## config.mk

```make
export PLATFORM = sky130hd
export DESIGN_NAME = id_stage
export DESIGN_NICKNAME = d
export VERILOG_FILES = /design/src/hdl/id_pkg.sv /design/src/hdl/rs_slot_if.sv /design/src/hdl/decoder.sv /design/src/hdl/dispatch.sv /design/src/hdl/id_stage.sv /design/src/hdl/issue_select.sv /design/src/hdl/rs_entry.sv
export SDC_FILE = /design/constraint.sdc
export NUM_CORES = 1
export LEC_CHECK = 0
export BUFFER_PORTS_ARGS = -buffer_cell sky130_fd_sc_hd__buf_2
export CORE_MARGIN = 5
export CORE_UTILIZATION = 40
export CTS_BUF_LIST = sky130_fd_sc_hd__clkbuf_8
export CTS_CLUSTER_DIAMETER = 50
export DETAILED_ROUTE_END_ITERATION = 6
export SLEW_MARGIN = 20
export SYNTH_ARGS = -nofsm -noshare
export SYNTH_HDL_FRONTEND = slang
export SYNTH_HIERARCHICAL = 1
export SYNTH_SLANG_ARGS = --single-unit
```

## constraint.sdc

```tcl
create_clock -name clock -period 6.05 [get_ports clock]
set_clock_uncertainty 0.15 [all_clocks]
set_input_delay 0.9075 -clock clock [delete_from_list [all_inputs] [get_ports clock]]
set_output_delay 0.9075 -clock clock [all_outputs]
set_load 0.005 [all_outputs]
```

## src/hdl/id_pkg.sv

```systemverilog
/*
 * shared widths, RV32IM encodings and payload types for the dispatch/issue slice
 * imported by every module of the decode stage
 */
`default_nettype none

package id_pkg;

    localparam int xlen         = 32;
    localparam int rob_tag_bits = 5;
    localparam int rs_entries   = 4;

    // kept major opcodes
    localparam logic [6:0] op_lui   = 7'b0110111;
    localparam logic [6:0] op_auipc = 7'b0010111;
    localparam logic [6:0] op_imm   = 7'b0010011;
    localparam logic [6:0] op_reg   = 7'b0110011;

    // funct7 variants
    localparam logic [6:0] funct7_base = 7'b0000000;
    localparam logic [6:0] funct7_alt  = 7'b0100000;
    localparam logic [6:0] funct7_mul  = 7'b0000001;

    typedef logic [31:0] inst_t;

    typedef enum logic [3:0] {
        alu_add, alu_sub, alu_slt, alu_sltu,
        alu_and, alu_or, alu_xor,
        alu_sll, alu_srl, alu_sra,
        alu_mul, alu_mulh, alu_mulhsu, alu_mulhu
    } alu_func_t;

    typedef enum logic [1:0] {
        opa_is_rs1, opa_is_pc, opa_is_zero
    } opa_select_t;

    typedef enum logic [1:0] {
        opb_is_rs2, opb_is_i_imm, opb_is_u_imm
    } opb_select_t;

    // tag is only meaningful while ready is low
    typedef struct packed {
        logic [xlen-1:0]         value;
        logic [rob_tag_bits-1:0] tag;
        logic                    ready;
    } operand_t;

    typedef struct packed {
        operand_t                opa;
        operand_t                opb;
        alu_func_t               alu_func;
        logic [rob_tag_bits-1:0] rob_tag;
    } rs_payload_t;

    typedef struct packed {
        logic                    valid;
        logic [rob_tag_bits-1:0] tag;
        logic [xlen-1:0]         value;
    } cdb_t;

    // capture a pending operand off the CDB on a tag match
    function automatic operand_t operand_wakeup(input operand_t op, input cdb_t cdb);
        operand_t result;
        result = op;
        if (!op.ready && cdb.valid && (cdb.tag == op.tag)) begin
            result.value = cdb.value;
            result.ready = 1'b1;
        end
        return result;
    endfunction

endpackage

`default_nettype wire

```

## src/hdl/rs_slot_if.sv

```systemverilog
/*
 * one reservation station slot as seen by dispatch, the entry itself and issue select
 * instantiated as an array, one per entry
 */
`default_nettype none

interface rs_slot_if;

    import id_pkg::*;

    // dispatch side
    logic        load;
    rs_payload_t payload;

    // entry state
    logic        busy;
    logic        ready;
    rs_payload_t entry_payload;

    // issue side
    logic        grant;

    modport disp (
        output load,
        output payload,
        input  busy
    );

    modport entry (
        input  load,
        input  payload,
        input  grant,
        output busy,
        output ready,
        output entry_payload
    );

    modport issue (
        input  ready,
        input  entry_payload,
        output grant
    );

endinterface

`default_nettype wire
```

## src/hdl/decoder.sv

```systemverilog
/*
 * combinational RV32IM decoder for the ALU subset
 * anything outside LUI, AUIPC, OP-IMM and OP flags illegal when valid
 */
`default_nettype none

module decoder (
    input  id_pkg::inst_t       inst,
    input  logic                valid,
    output id_pkg::alu_func_t   alu_func,
    output id_pkg::opa_select_t opa_select,
    output id_pkg::opb_select_t opb_select,
    output logic                illegal
);

    import id_pkg::*;

    logic [16:0] key;
    logic        legal;

    // funct7, funct3 and opcode side by side
    assign key = {inst[31:25], inst[14:12], inst[6:0]};

    always_comb begin
        alu_func   = alu_add;
        opa_select = opa_is_rs1;
        opb_select = opb_is_rs2;
        legal      = 1'b1;

        casez (key)
            {7'b???????, 3'b???, op_lui}: begin
                opa_select = opa_is_zero;
                opb_select = opb_is_u_imm;
            end
            {7'b???????, 3'b???, op_auipc}: begin
                opa_select = opa_is_pc;
                opb_select = opb_is_u_imm;
            end

            //////////////////////////////////////////////////
            // OP-IMM
            {7'b???????, 3'b000, op_imm}: opb_select = opb_is_i_imm;
            {7'b???????, 3'b010, op_imm}: begin
                opb_select = opb_is_i_imm;
                alu_func   = alu_slt;
            end
            {7'b???????, 3'b011, op_imm}: begin
                opb_select = opb_is_i_imm;
                alu_func   = alu_sltu;
            end
            {7'b???????, 3'b100, op_imm}: begin
                opb_select = opb_is_i_imm;
                alu_func   = alu_xor;
            end
            {7'b???????, 3'b110, op_imm}: begin
                opb_select = opb_is_i_imm;
                alu_func   = alu_or;
            end
            {7'b???????, 3'b111, op_imm}: begin
                opb_select = opb_is_i_imm;
                alu_func   = alu_and;
            end
            // shift amounts sit in the low immediate bits
            {funct7_base, 3'b001, op_imm}: begin
                opb_select = opb_is_i_imm;
                alu_func   = alu_sll;
            end
            {funct7_base, 3'b101, op_imm}: begin
                opb_select = opb_is_i_imm;
                alu_func   = alu_srl;
            end
            {funct7_alt, 3'b101, op_imm}: begin
                opb_select = opb_is_i_imm;
                alu_func   = alu_sra;
            end

            //////////////////////////////////////////////////
            // OP, register-register
            {funct7_base, 3'b000, op_reg}: alu_func = alu_add;
            {funct7_alt,  3'b000, op_reg}: alu_func = alu_sub;
            {funct7_base, 3'b001, op_reg}: alu_func = alu_sll;
            {funct7_base, 3'b010, op_reg}: alu_func = alu_slt;
            {funct7_base, 3'b011, op_reg}: alu_func = alu_sltu;
            {funct7_base, 3'b100, op_reg}: alu_func = alu_xor;
            {funct7_base, 3'b101, op_reg}: alu_func = alu_srl;
            {funct7_alt,  3'b101, op_reg}: alu_func = alu_sra;
            {funct7_base, 3'b110, op_reg}: alu_func = alu_or;
            {funct7_base, 3'b111, op_reg}: alu_func = alu_and;
            // multiply group, no divide
            {funct7_mul,  3'b000, op_reg}: alu_func = alu_mul;
            {funct7_mul,  3'b001, op_reg}: alu_func = alu_mulh;
            {funct7_mul,  3'b010, op_reg}: alu_func = alu_mulhsu;
            {funct7_mul,  3'b011, op_reg}: alu_func = alu_mulhu;

            default: legal = 1'b0;
        endcase
    end

    assign illegal = valid && !legal;

endmodule

`default_nettype wire

```

## src/hdl/dispatch.sv

```systemverilog
/*
 * forms the station payload from a decoded instruction and its renamed sources
 * and writes it into the lowest free entry in the dispatch cycle
 */
`default_nettype none

module dispatch (
    input  logic                               clock,
    input  logic                               reset,
    input  logic                               dispatch_valid,
    input  id_pkg::inst_t                      inst,
    input  logic [id_pkg::xlen-1:0]            pc,
    input  logic [id_pkg::rob_tag_bits-1:0]    rob_tag,
    input  id_pkg::operand_t                   src1,
    input  id_pkg::operand_t                   src2,
    input  id_pkg::cdb_t                       cdb,
    rs_slot_if.disp                            slots [id_pkg::rs_entries],
    output logic                               illegal,
    output logic                               full
);

    import id_pkg::*;

    alu_func_t             alu_func;
    opa_select_t           opa_select;
    opb_select_t           opb_select;
    logic [xlen-1:0]       imm_i;
    logic [xlen-1:0]       imm_u;
    operand_t              opa;
    operand_t              opb;
    rs_payload_t           payload;
    logic [rs_entries-1:0] busy_vec;
    logic [rs_entries-1:0] free_vec;
    logic [rs_entries-1:0] load_vec;

    decoder decoder_0 (
        .inst       (inst),
        .valid      (dispatch_valid),
        .alu_func   (alu_func),
        .opa_select (opa_select),
        .opb_select (opb_select),
        .illegal    (illegal)
    );

    assign imm_i = {{20{inst[31]}}, inst[31:20]};
    assign imm_u = {inst[31:12], 12'b0};

    //////////////////////////////////////////////////
    // operand forming, CDB bypass on register sources
    always_comb begin
        case (opa_select)
            opa_is_pc: opa = '{value: pc, tag: '0, ready: 1'b1};
            opa_is_zero: opa = '{value: '0, tag: '0, ready: 1'b1};
            default: opa = operand_wakeup(src1, cdb);
        endcase

        case (opb_select)
            opb_is_i_imm: opb = '{value: imm_i, tag: '0, ready: 1'b1};
            opb_is_u_imm: opb = '{value: imm_u, tag: '0, ready: 1'b1};
            default: opb = operand_wakeup(src2, cdb);
        endcase
    end

    assign payload = '{opa: opa, opb: opb, alu_func: alu_func, rob_tag: rob_tag};

    //////////////////////////////////////////////////
    // lowest free entry takes the instruction
    assign free_vec = ~busy_vec;
    assign load_vec = (dispatch_valid && !illegal) ? (free_vec & (~free_vec + 1'b1)) : '0;
    assign full     = &busy_vec;

    for (genvar i = 0; i < rs_entries; i++) begin : g_slot
        assign slots[i].load    = load_vec[i];
        assign slots[i].payload = payload;
        assign busy_vec[i]      = slots[i].busy;
    end

    // the rename unit holds off while every entry is taken
    no_dispatch_when_full: assert property (
        @(posedge clock) disable iff (reset) dispatch_valid |-> !full
    );

endmodule

`default_nettype wire

```

## src/hdl/id_stage.sv

```systemverilog
/*
 * top of the out-of-order dispatch and issue slice
 * plain ports in, one dispatch unit, the station entries and issue select inside
 */
`default_nettype none

module id_stage (
    input  logic                            clock,
    input  logic                            reset,
    input  logic                            dispatch_valid,
    input  id_pkg::inst_t                   inst,
    input  logic [id_pkg::xlen-1:0]         pc,
    input  logic [id_pkg::rob_tag_bits-1:0] rob_tag,
    input  logic [id_pkg::xlen-1:0]         src1_value,
    input  logic [id_pkg::rob_tag_bits-1:0] src1_tag,
    input  logic                            src1_ready,
    input  logic [id_pkg::xlen-1:0]         src2_value,
    input  logic [id_pkg::rob_tag_bits-1:0] src2_tag,
    input  logic                            src2_ready,
    input  logic                            cdb_valid,
    input  logic [id_pkg::rob_tag_bits-1:0] cdb_tag,
    input  logic [id_pkg::xlen-1:0]         cdb_value,
    output logic                            full,
    output logic                            illegal,
    output logic                            issue_valid,
    output logic [id_pkg::xlen-1:0]         issue_opa,
    output logic [id_pkg::xlen-1:0]         issue_opb,
    output id_pkg::alu_func_t               issue_alu_func,
    output logic [id_pkg::rob_tag_bits-1:0] issue_rob_tag
);

    import id_pkg::*;

    operand_t src1;
    operand_t src2;
    cdb_t     cdb;

    assign src1 = '{value: src1_value, tag: src1_tag, ready: src1_ready};
    assign src2 = '{value: src2_value, tag: src2_tag, ready: src2_ready};
    assign cdb  = '{valid: cdb_valid, tag: cdb_tag, value: cdb_value};

    rs_slot_if slots [rs_entries] ();

    dispatch dispatch_0 (
        .clock          (clock),
        .reset          (reset),
        .dispatch_valid (dispatch_valid),
        .inst           (inst),
        .pc             (pc),
        .rob_tag        (rob_tag),
        .src1           (src1),
        .src2           (src2),
        .cdb            (cdb),
        .slots          (slots),
        .illegal        (illegal),
        .full           (full)
    );

    for (genvar i = 0; i < rs_entries; i++) begin : g_entry
        rs_entry rs_entry_i (
            .clock (clock),
            .reset (reset),
            .slot  (slots[i]),
            .cdb   (cdb)
        );
    end

    issue_select issue_select_0 (
        .clock          (clock),
        .reset          (reset),
        .slots          (slots),
        .issue_valid    (issue_valid),
        .issue_opa      (issue_opa),
        .issue_opb      (issue_opb),
        .issue_alu_func (issue_alu_func),
        .issue_rob_tag  (issue_rob_tag)
    );

endmodule

`default_nettype wire

```

## src/hdl/issue_select.sv

```systemverilog
/*
 * priority pick of the lowest ready station entry
 * grants it and registers its payload towards the functional unit
 */
`default_nettype none

module issue_select (
    input  logic                            clock,
    input  logic                            reset,
    rs_slot_if.issue                        slots [id_pkg::rs_entries],
    output logic                            issue_valid,
    output logic [id_pkg::xlen-1:0]         issue_opa,
    output logic [id_pkg::xlen-1:0]         issue_opb,
    output id_pkg::alu_func_t               issue_alu_func,
    output logic [id_pkg::rob_tag_bits-1:0] issue_rob_tag
);

    import id_pkg::*;

    logic [rs_entries-1:0] ready_vec;
    logic [rs_entries-1:0] grant_vec;
    rs_payload_t           payloads [rs_entries];
    rs_payload_t           chosen;

    for (genvar i = 0; i < rs_entries; i++) begin : g_slot
        assign ready_vec[i]   = slots[i].ready;
        assign payloads[i]    = slots[i].entry_payload;
        assign slots[i].grant = grant_vec[i];
    end

    // lowest set bit wins
    assign grant_vec = ready_vec & (~ready_vec + 1'b1);

    // one-hot mux
    always_comb begin
        chosen = '0;
        for (int i = 0; i < rs_entries; i++) begin
            if (grant_vec[i]) begin
                chosen = chosen | payloads[i];
            end
        end
    end

    always_ff @(posedge clock) begin
        if (reset) begin
            issue_valid <= 1'b0;
        end else begin
            issue_valid <= |grant_vec;
        end
    end

    always_ff @(posedge clock) begin
        if (|grant_vec) begin
            issue_opa      <= chosen.opa.value;
            issue_opb      <= chosen.opb.value;
            issue_alu_func <= chosen.alu_func;
            issue_rob_tag  <= chosen.rob_tag;
        end
    end

    // a granted entry is free in the next cycle and cannot win again
    no_regrant: assert property (
        @(posedge clock) disable iff (reset) (grant_vec & $past(grant_vec)) == '0
    );

endmodule

`default_nettype wire

```

## src/hdl/rs_entry.sv

```systemverilog
/*
 * one reservation station entry
 * holds a payload until both operands are ready and issue select grants it
 */
`default_nettype none

module rs_entry (
    input  logic           clock,
    input  logic           reset,
    rs_slot_if.entry       slot,
    input  id_pkg::cdb_t   cdb
);

    import id_pkg::*;

    logic        busy;
    rs_payload_t held;

    //////////////////////////////////////////////////
    // occupancy
    always_ff @(posedge clock) begin
        if (reset) begin
            busy <= 1'b0;
        end else if (slot.load) begin
            busy <= 1'b1;
        end else if (slot.grant) begin
            // free again from the next cycle
            busy <= 1'b0;
        end
    end

    //////////////////////////////////////////////////
    // payload capture and operand wakeup
    always_ff @(posedge clock) begin
        if (slot.load) begin
            held <= slot.payload;
        end else if (busy) begin
            held.opa <= operand_wakeup(held.opa, cdb);
            held.opb <= operand_wakeup(held.opb, cdb);
        end
    end

    assign slot.busy          = busy;
    assign slot.ready         = busy && held.opa.ready && held.opb.ready;
    assign slot.entry_payload = held;

    // dispatch only targets free entries
    no_load_while_busy: assert property (
        @(posedge clock) disable iff (reset) slot.load |-> !busy
    );

    // issue select only grants entries that have both operands
    no_grant_unless_ready: assert property (
        @(posedge clock) disable iff (reset) slot.grant |-> slot.ready
    );

endmodule

`default_nettype wire

```

-- Yosys cells after proc, flatten, opt, wreduce, memory -nomap -nowiden
Index checks and enable logic that the tools add are counted.
- flip-flop bits (word level): 418
- latch bits: 0
- memory bits (writable): 0
- bits in read-only memories: 0
- bits of input ports: 186
- output and inout port bits: 76
- word-level logic and storage cells: 216
- memories kept: 0
- $add $sub $neg: 2
- multiply operators: 0
- divide/modulo/power cells: 0
- magnitude comparators: 0
- eq/ne operators: 39
- shifts and indexed selects: 0
- muxes and demuxes: 47
- bitwise logic cells: 8
- reductions and logical operators: 79
- operator list (operator ; count):
    $mux W76 ; 8
    $mux W85 ; 4
    $mux W32 ; 10
    $or A85 B85 Y85 ; 3
    $pmux W38 S2 ; 2
    $eq A17 B10 Y1 const B ; 5
    $eq A17 B11 Y1 const B ; 4
    $pmux W4 S13 ; 1
    $eq A17 B16 Y1 const B ; 3
    $eq A5 B5 Y1 ; 10
    $eq A17 B8 Y1 const B ; 2
    $eq A17 B9 Y1 const B ; 2
    $reduce_bool A2 Y1 ; 16
    $eq A10 B10 Y1 const B ; 3
    $logic_and A1 B1 Y1 ; 30
    $reduce_or A25 Y1 ; 1
    $eq A10 B9 Y1 const B ; 2
    $mux W1 ; 19
    $reduce_or A2 Y1 ; 9
    $eq A17 B6 Y1 const B ; 1
    $reduce_and A2 Y1 ; 8
    $logic_not A1 Y1 ; 12
    $not A4 Y4 ; 3
    $eq A10 B5 Y1 const B ; 1
    other kinds (11) ; 16

-- Longest topological paths before layout
- depth after elaboration: 12
- mapped depth: 14

-- By module
The synthesis kept the hierarchy.
- by module, submodules not included (module ; instances ; cells each ; area each (µm²) ; sequential area each (µm²)):
    rs_entry ; 4 ; 291 ; 3689.8 ; 2572.5
    issue_select ; 1 ; 413 ; 4302.9 ; 2212.1
    dispatch ; 1 ; 542 ; 3733.6 ; 0.0
    decoder ; 1 ; 63 ; 422.9 ; 0.0

-- Worst setup path after synthesis
Ideal clock, no wire load.
- path kind: input-to-reg
- start point: in inst[28]
- end point: reg g_entry[1].rs_entry_i.held, in the netlist g_entry[1].rs_entry_i/slot.entry_payload[15], enable pin
- setup time: 0.391 ns
- arrival time: 5.101 ns
- path slack: 0.408 ns
- stages: 9
- cell sequence: or3_4 o31a_2 o311ai_0 nor3_1 nand2b_1 nor3b_1 buf_6 buf_8 a41o_1
- longest elaborated chain between the ends: 10
- RTL lines (element ; RTL line ; source):
    start: declaration ; id_stage.sv:11 ; input id_pkg::inst_t inst,
    $eq A17 B11 Y1 (tied with other cells) ; decoder.sv:30 ; casez (key)
    $reduce_or A25 Y1 (no source line) * ; - ;
    $mux W1 * ; decoder.sv:30 ;
    $logic_not A1 Y1 * ; decoder.sv:99 ; assign illegal = valid && !legal;
    $logic_and A1 B1 Y1 * ; decoder.sv:99 ;
    via illegal ; id_stage.sv:24 ; output logic illegal,
    $logic_not A1 Y1 * ; dispatch.sv:69 ; assign load_vec = (dispatch_valid && !illegal) ? (free_vec & (~free_vec + 1'b1)) : '0;
    $logic_and A1 B1 Y1 * ; dispatch.sv:69 ;
    $mux W4 * ; dispatch.sv:69 ;
    via slots[1].load ; rs_slot_if.sv:12 ; logic load;
    $reduce_bool A2 Y1 (no source line) ; - ;
    $reduce_and A2 Y1 (no source line) * ; - ;
    end signal: assignment ; rs_entry.sv:36 ; held <= slot.payload;
    end: declaration ; rs_entry.sv:17 ; rs_payload_t held;
Mark *: on every way through the listed nets, which the timed path passes. The rest lies on a longest branch.
A chain may end at the register's enable or synchronous reset.

==> metrics.txt <==
Die Area=about 63000 um^2; share of the synthesized area in the top cell type=53.4%; Cell Pwr Density=263 nW/um^2; Clock Path Buffers=3; RSZ-0062 raised after global routing=no; worst setup path category=in -> reg; Slew Limit Headroom=around a quarter; Clock Tree Root=clkbuf_8; Synth Flop Type=edfxtp_1; initial antenna violation count=4; non-filler cells, final=about 3k; Worst-Margin Slew=about 1.1 ns; Post-DP HPWL=around 43000 um; PostCTS Resize Cnt=0; final hold slack=~0.32 ns; Initial Util=between 40% and 50%; CTS tree=yes; post-CTS setup buffers=0; vias per cell=about 5.3; Post-Route WL=around 68000 um; critical path launch point type=input port; total core area=between 50000 and 60000 um^2; number of flops mapped to enable cells by yosys=roughly 410; Chip Width=between 200 and 300 um; dpl cells=~2.8k; global route overflow=0; clock-pin slew on the worst setup and hold paths=approximately 0.060 ns; ys async rst share=0%; maxcap violations=0; clock insertion delay at the later pin of the skew report=roughly 0.67 ns; initial DRC count=between 1.5k and 2k; first-pass GRT wire length=99100 um; final setup violating endpoints=0; htree depth=3; Crit. End Element=flip-flop; Die Ht=between 200 and 300 um; crit-path max FO=65; Layout area overhead=5.42%; Avg Inst Size Synth=10.6 um^2; Post-Syn Area=approximately 23000 um^2; setup tns final=0 ns; clock sink count=approximately 420; R2R setup slack=2.96 ns; row count=88; Fin. Hold Viols=0; cell with the most instances after synthesis=nand2_1; worst vdd ir=about 0.13 mV; status=finished, final reports clean; Hold WC Path Type=in -> reg; DRC viols=0; Hold-fix buffers, CTS=0; leakage=approximately 0.0090 uW; fin nets=approximately 2.3k; Inserted Clock Buffers=74; drt wl/cell=22.7 um; GRT Resource Usage Total=20.8%; # port buffers=approximately 260; critical path arrival=between 4 and 5 ns; IO Pins=262; Post-DRT Antenna Nets=0; final slew viol count=0; register area share after synthesis=approximately 54%; layout cells sized above 1=a little over a fifth; Yosys warning count=6; Unique masters post-synth=62; Core Util, Final=about 43%; post-synthesis register bit count=418; most frequent cells after synthesis=nand2_1 (598), edfxtp_1 (413), buf_4 (274); largest net degree at the start of global routing=107; area leader, netlist=edfxtp_1; Syn Inst Count=around 2.2k; DR vias=roughly 16k; syn_nets=approximately 2.4k; top cells by area, synth=edfxtp_1 (53%), nand2_1 (9.7%), buf_4 (8.9%); post-route minimum period=~4.2 ns; vias in the first global route=15.7k; routability cong.=0.825; period utilisation layout=69.2%; data required time of the worst path=between 6 and 7 ns; Fmax=239 MHz; Initial DRT Pass Iterations=6
[worst max-delay path, stage by stage]
cell and delay (ns):
buf_2 0.16, or3_4 0.44, o31a_2 0.37, a211oi_1 0.40, inv_1 0.09, ha_2 0.34
buf_4 0.65, nor2b_1 0.41, a32oi_1 0.27, nand3_1 0.21, nand2_1 0.13, nand2_1 0.06
[flip-flops by register name (all words and copies together), names as in the netlist]
register,flops
issue_select_0/issue_valid,1
issue_select_0/issue_alu_func,4
g_entry.rs_entry_i/slot.entry_payload,340
issue_select_0/issue_opa,32
g_entry.rs_entry_i/slot.busy,4
issue_select_0/issue_opb,32
issue_select_0/issue_rob_tag,5
[report_power, final]
part	switching (uW)	total (uW)	internal (uW)
sequential	19.5	3280	3260
combinational	359	553	194
clock	1200	2610	1410
[worst paths after layout]
| kind | start | endpoint | cells after the start |
|---|---|---|---|
| setup / recovery | inst[28] | g_entry[2].rs_entry_i/slot.entry_payload[23]$_DFFE_PP_ | 12 |
| hold / removal | rob_tag[0] | g_entry[1].rs_entry_i/slot.entry_payload[0]$_DFFE_PP_ | 1 |
| setup reg to reg | g_entry[0].rs_entry_i/slot.busy$_SDFFE_PP0P_ | issue_select_0/issue_opb[0]$_DFFE_PP_ | 5 |
| hold reg to reg | g_entry[3].rs_entry_i/slot.entry_payload[55]$_DFFE_PP_ | issue_select_0/issue_opa[2]$_DFFE_PP_ | 2 |
[final cells by class]
cell class	instances	area (um^2)
fill	5427	33100
sequential	418	12500
multi-input combinational	1363	7880
timing repair buffer	289	1640
clock buffer	81	1110
tap	765	957
clock inverter	50	333
inverter	11	41.3
antenna	2	5.00
[metal layers]
layer | global-route usage [%] | wire (um)
met5 | 0 | 27
met4 | 7.72 | 2080
met3 | 4.39 | 5560
met2 | 33.8 | 31800
met1 | 27.5 | 28100
[metrics by stage]
step	power [uW]	area (um^2)	setup WS (ns)
after global routing	6700	24500	1.63
after floorplan	3790	23200	0.408
after global placement	3880	23000	1.18
final	6440	24500	1.86
after detailed placement	3890	23000	1.16
after CTS	6510	24500	1.87
[logic make-up (layout without fill, tap and decap cells)]
kind of cell	after synthesis	in the layout	synth area share, %
and+or+nand+nor	1025	1025	22.2
DFF	418	418	53.8
buffers and inverters	401	431	12.6
AOI/OAI and AO/OA	285	285	9.28
xor gates and xnor gates	50	50	1.89
adders and majority gates	3	3	0.162
other	0	2	0
[placed cells by master, fill, tap and decap left out, types with 27 or more instances in the layout]
cell type	n
edfxtp_1	413
o21ai_1	73
nor2b_1	81
nand2_1	598
nand3_1	48
nand2b_1	94
and2_1	84
clkbuf_8	81
buf_2	256
nand2b_4	44
a221o_1	30
xor2_1	28
inv_1	30
o21ai_0	27
a221oi_1	59
Note: power is estimated with default switching activity, not from simulation.
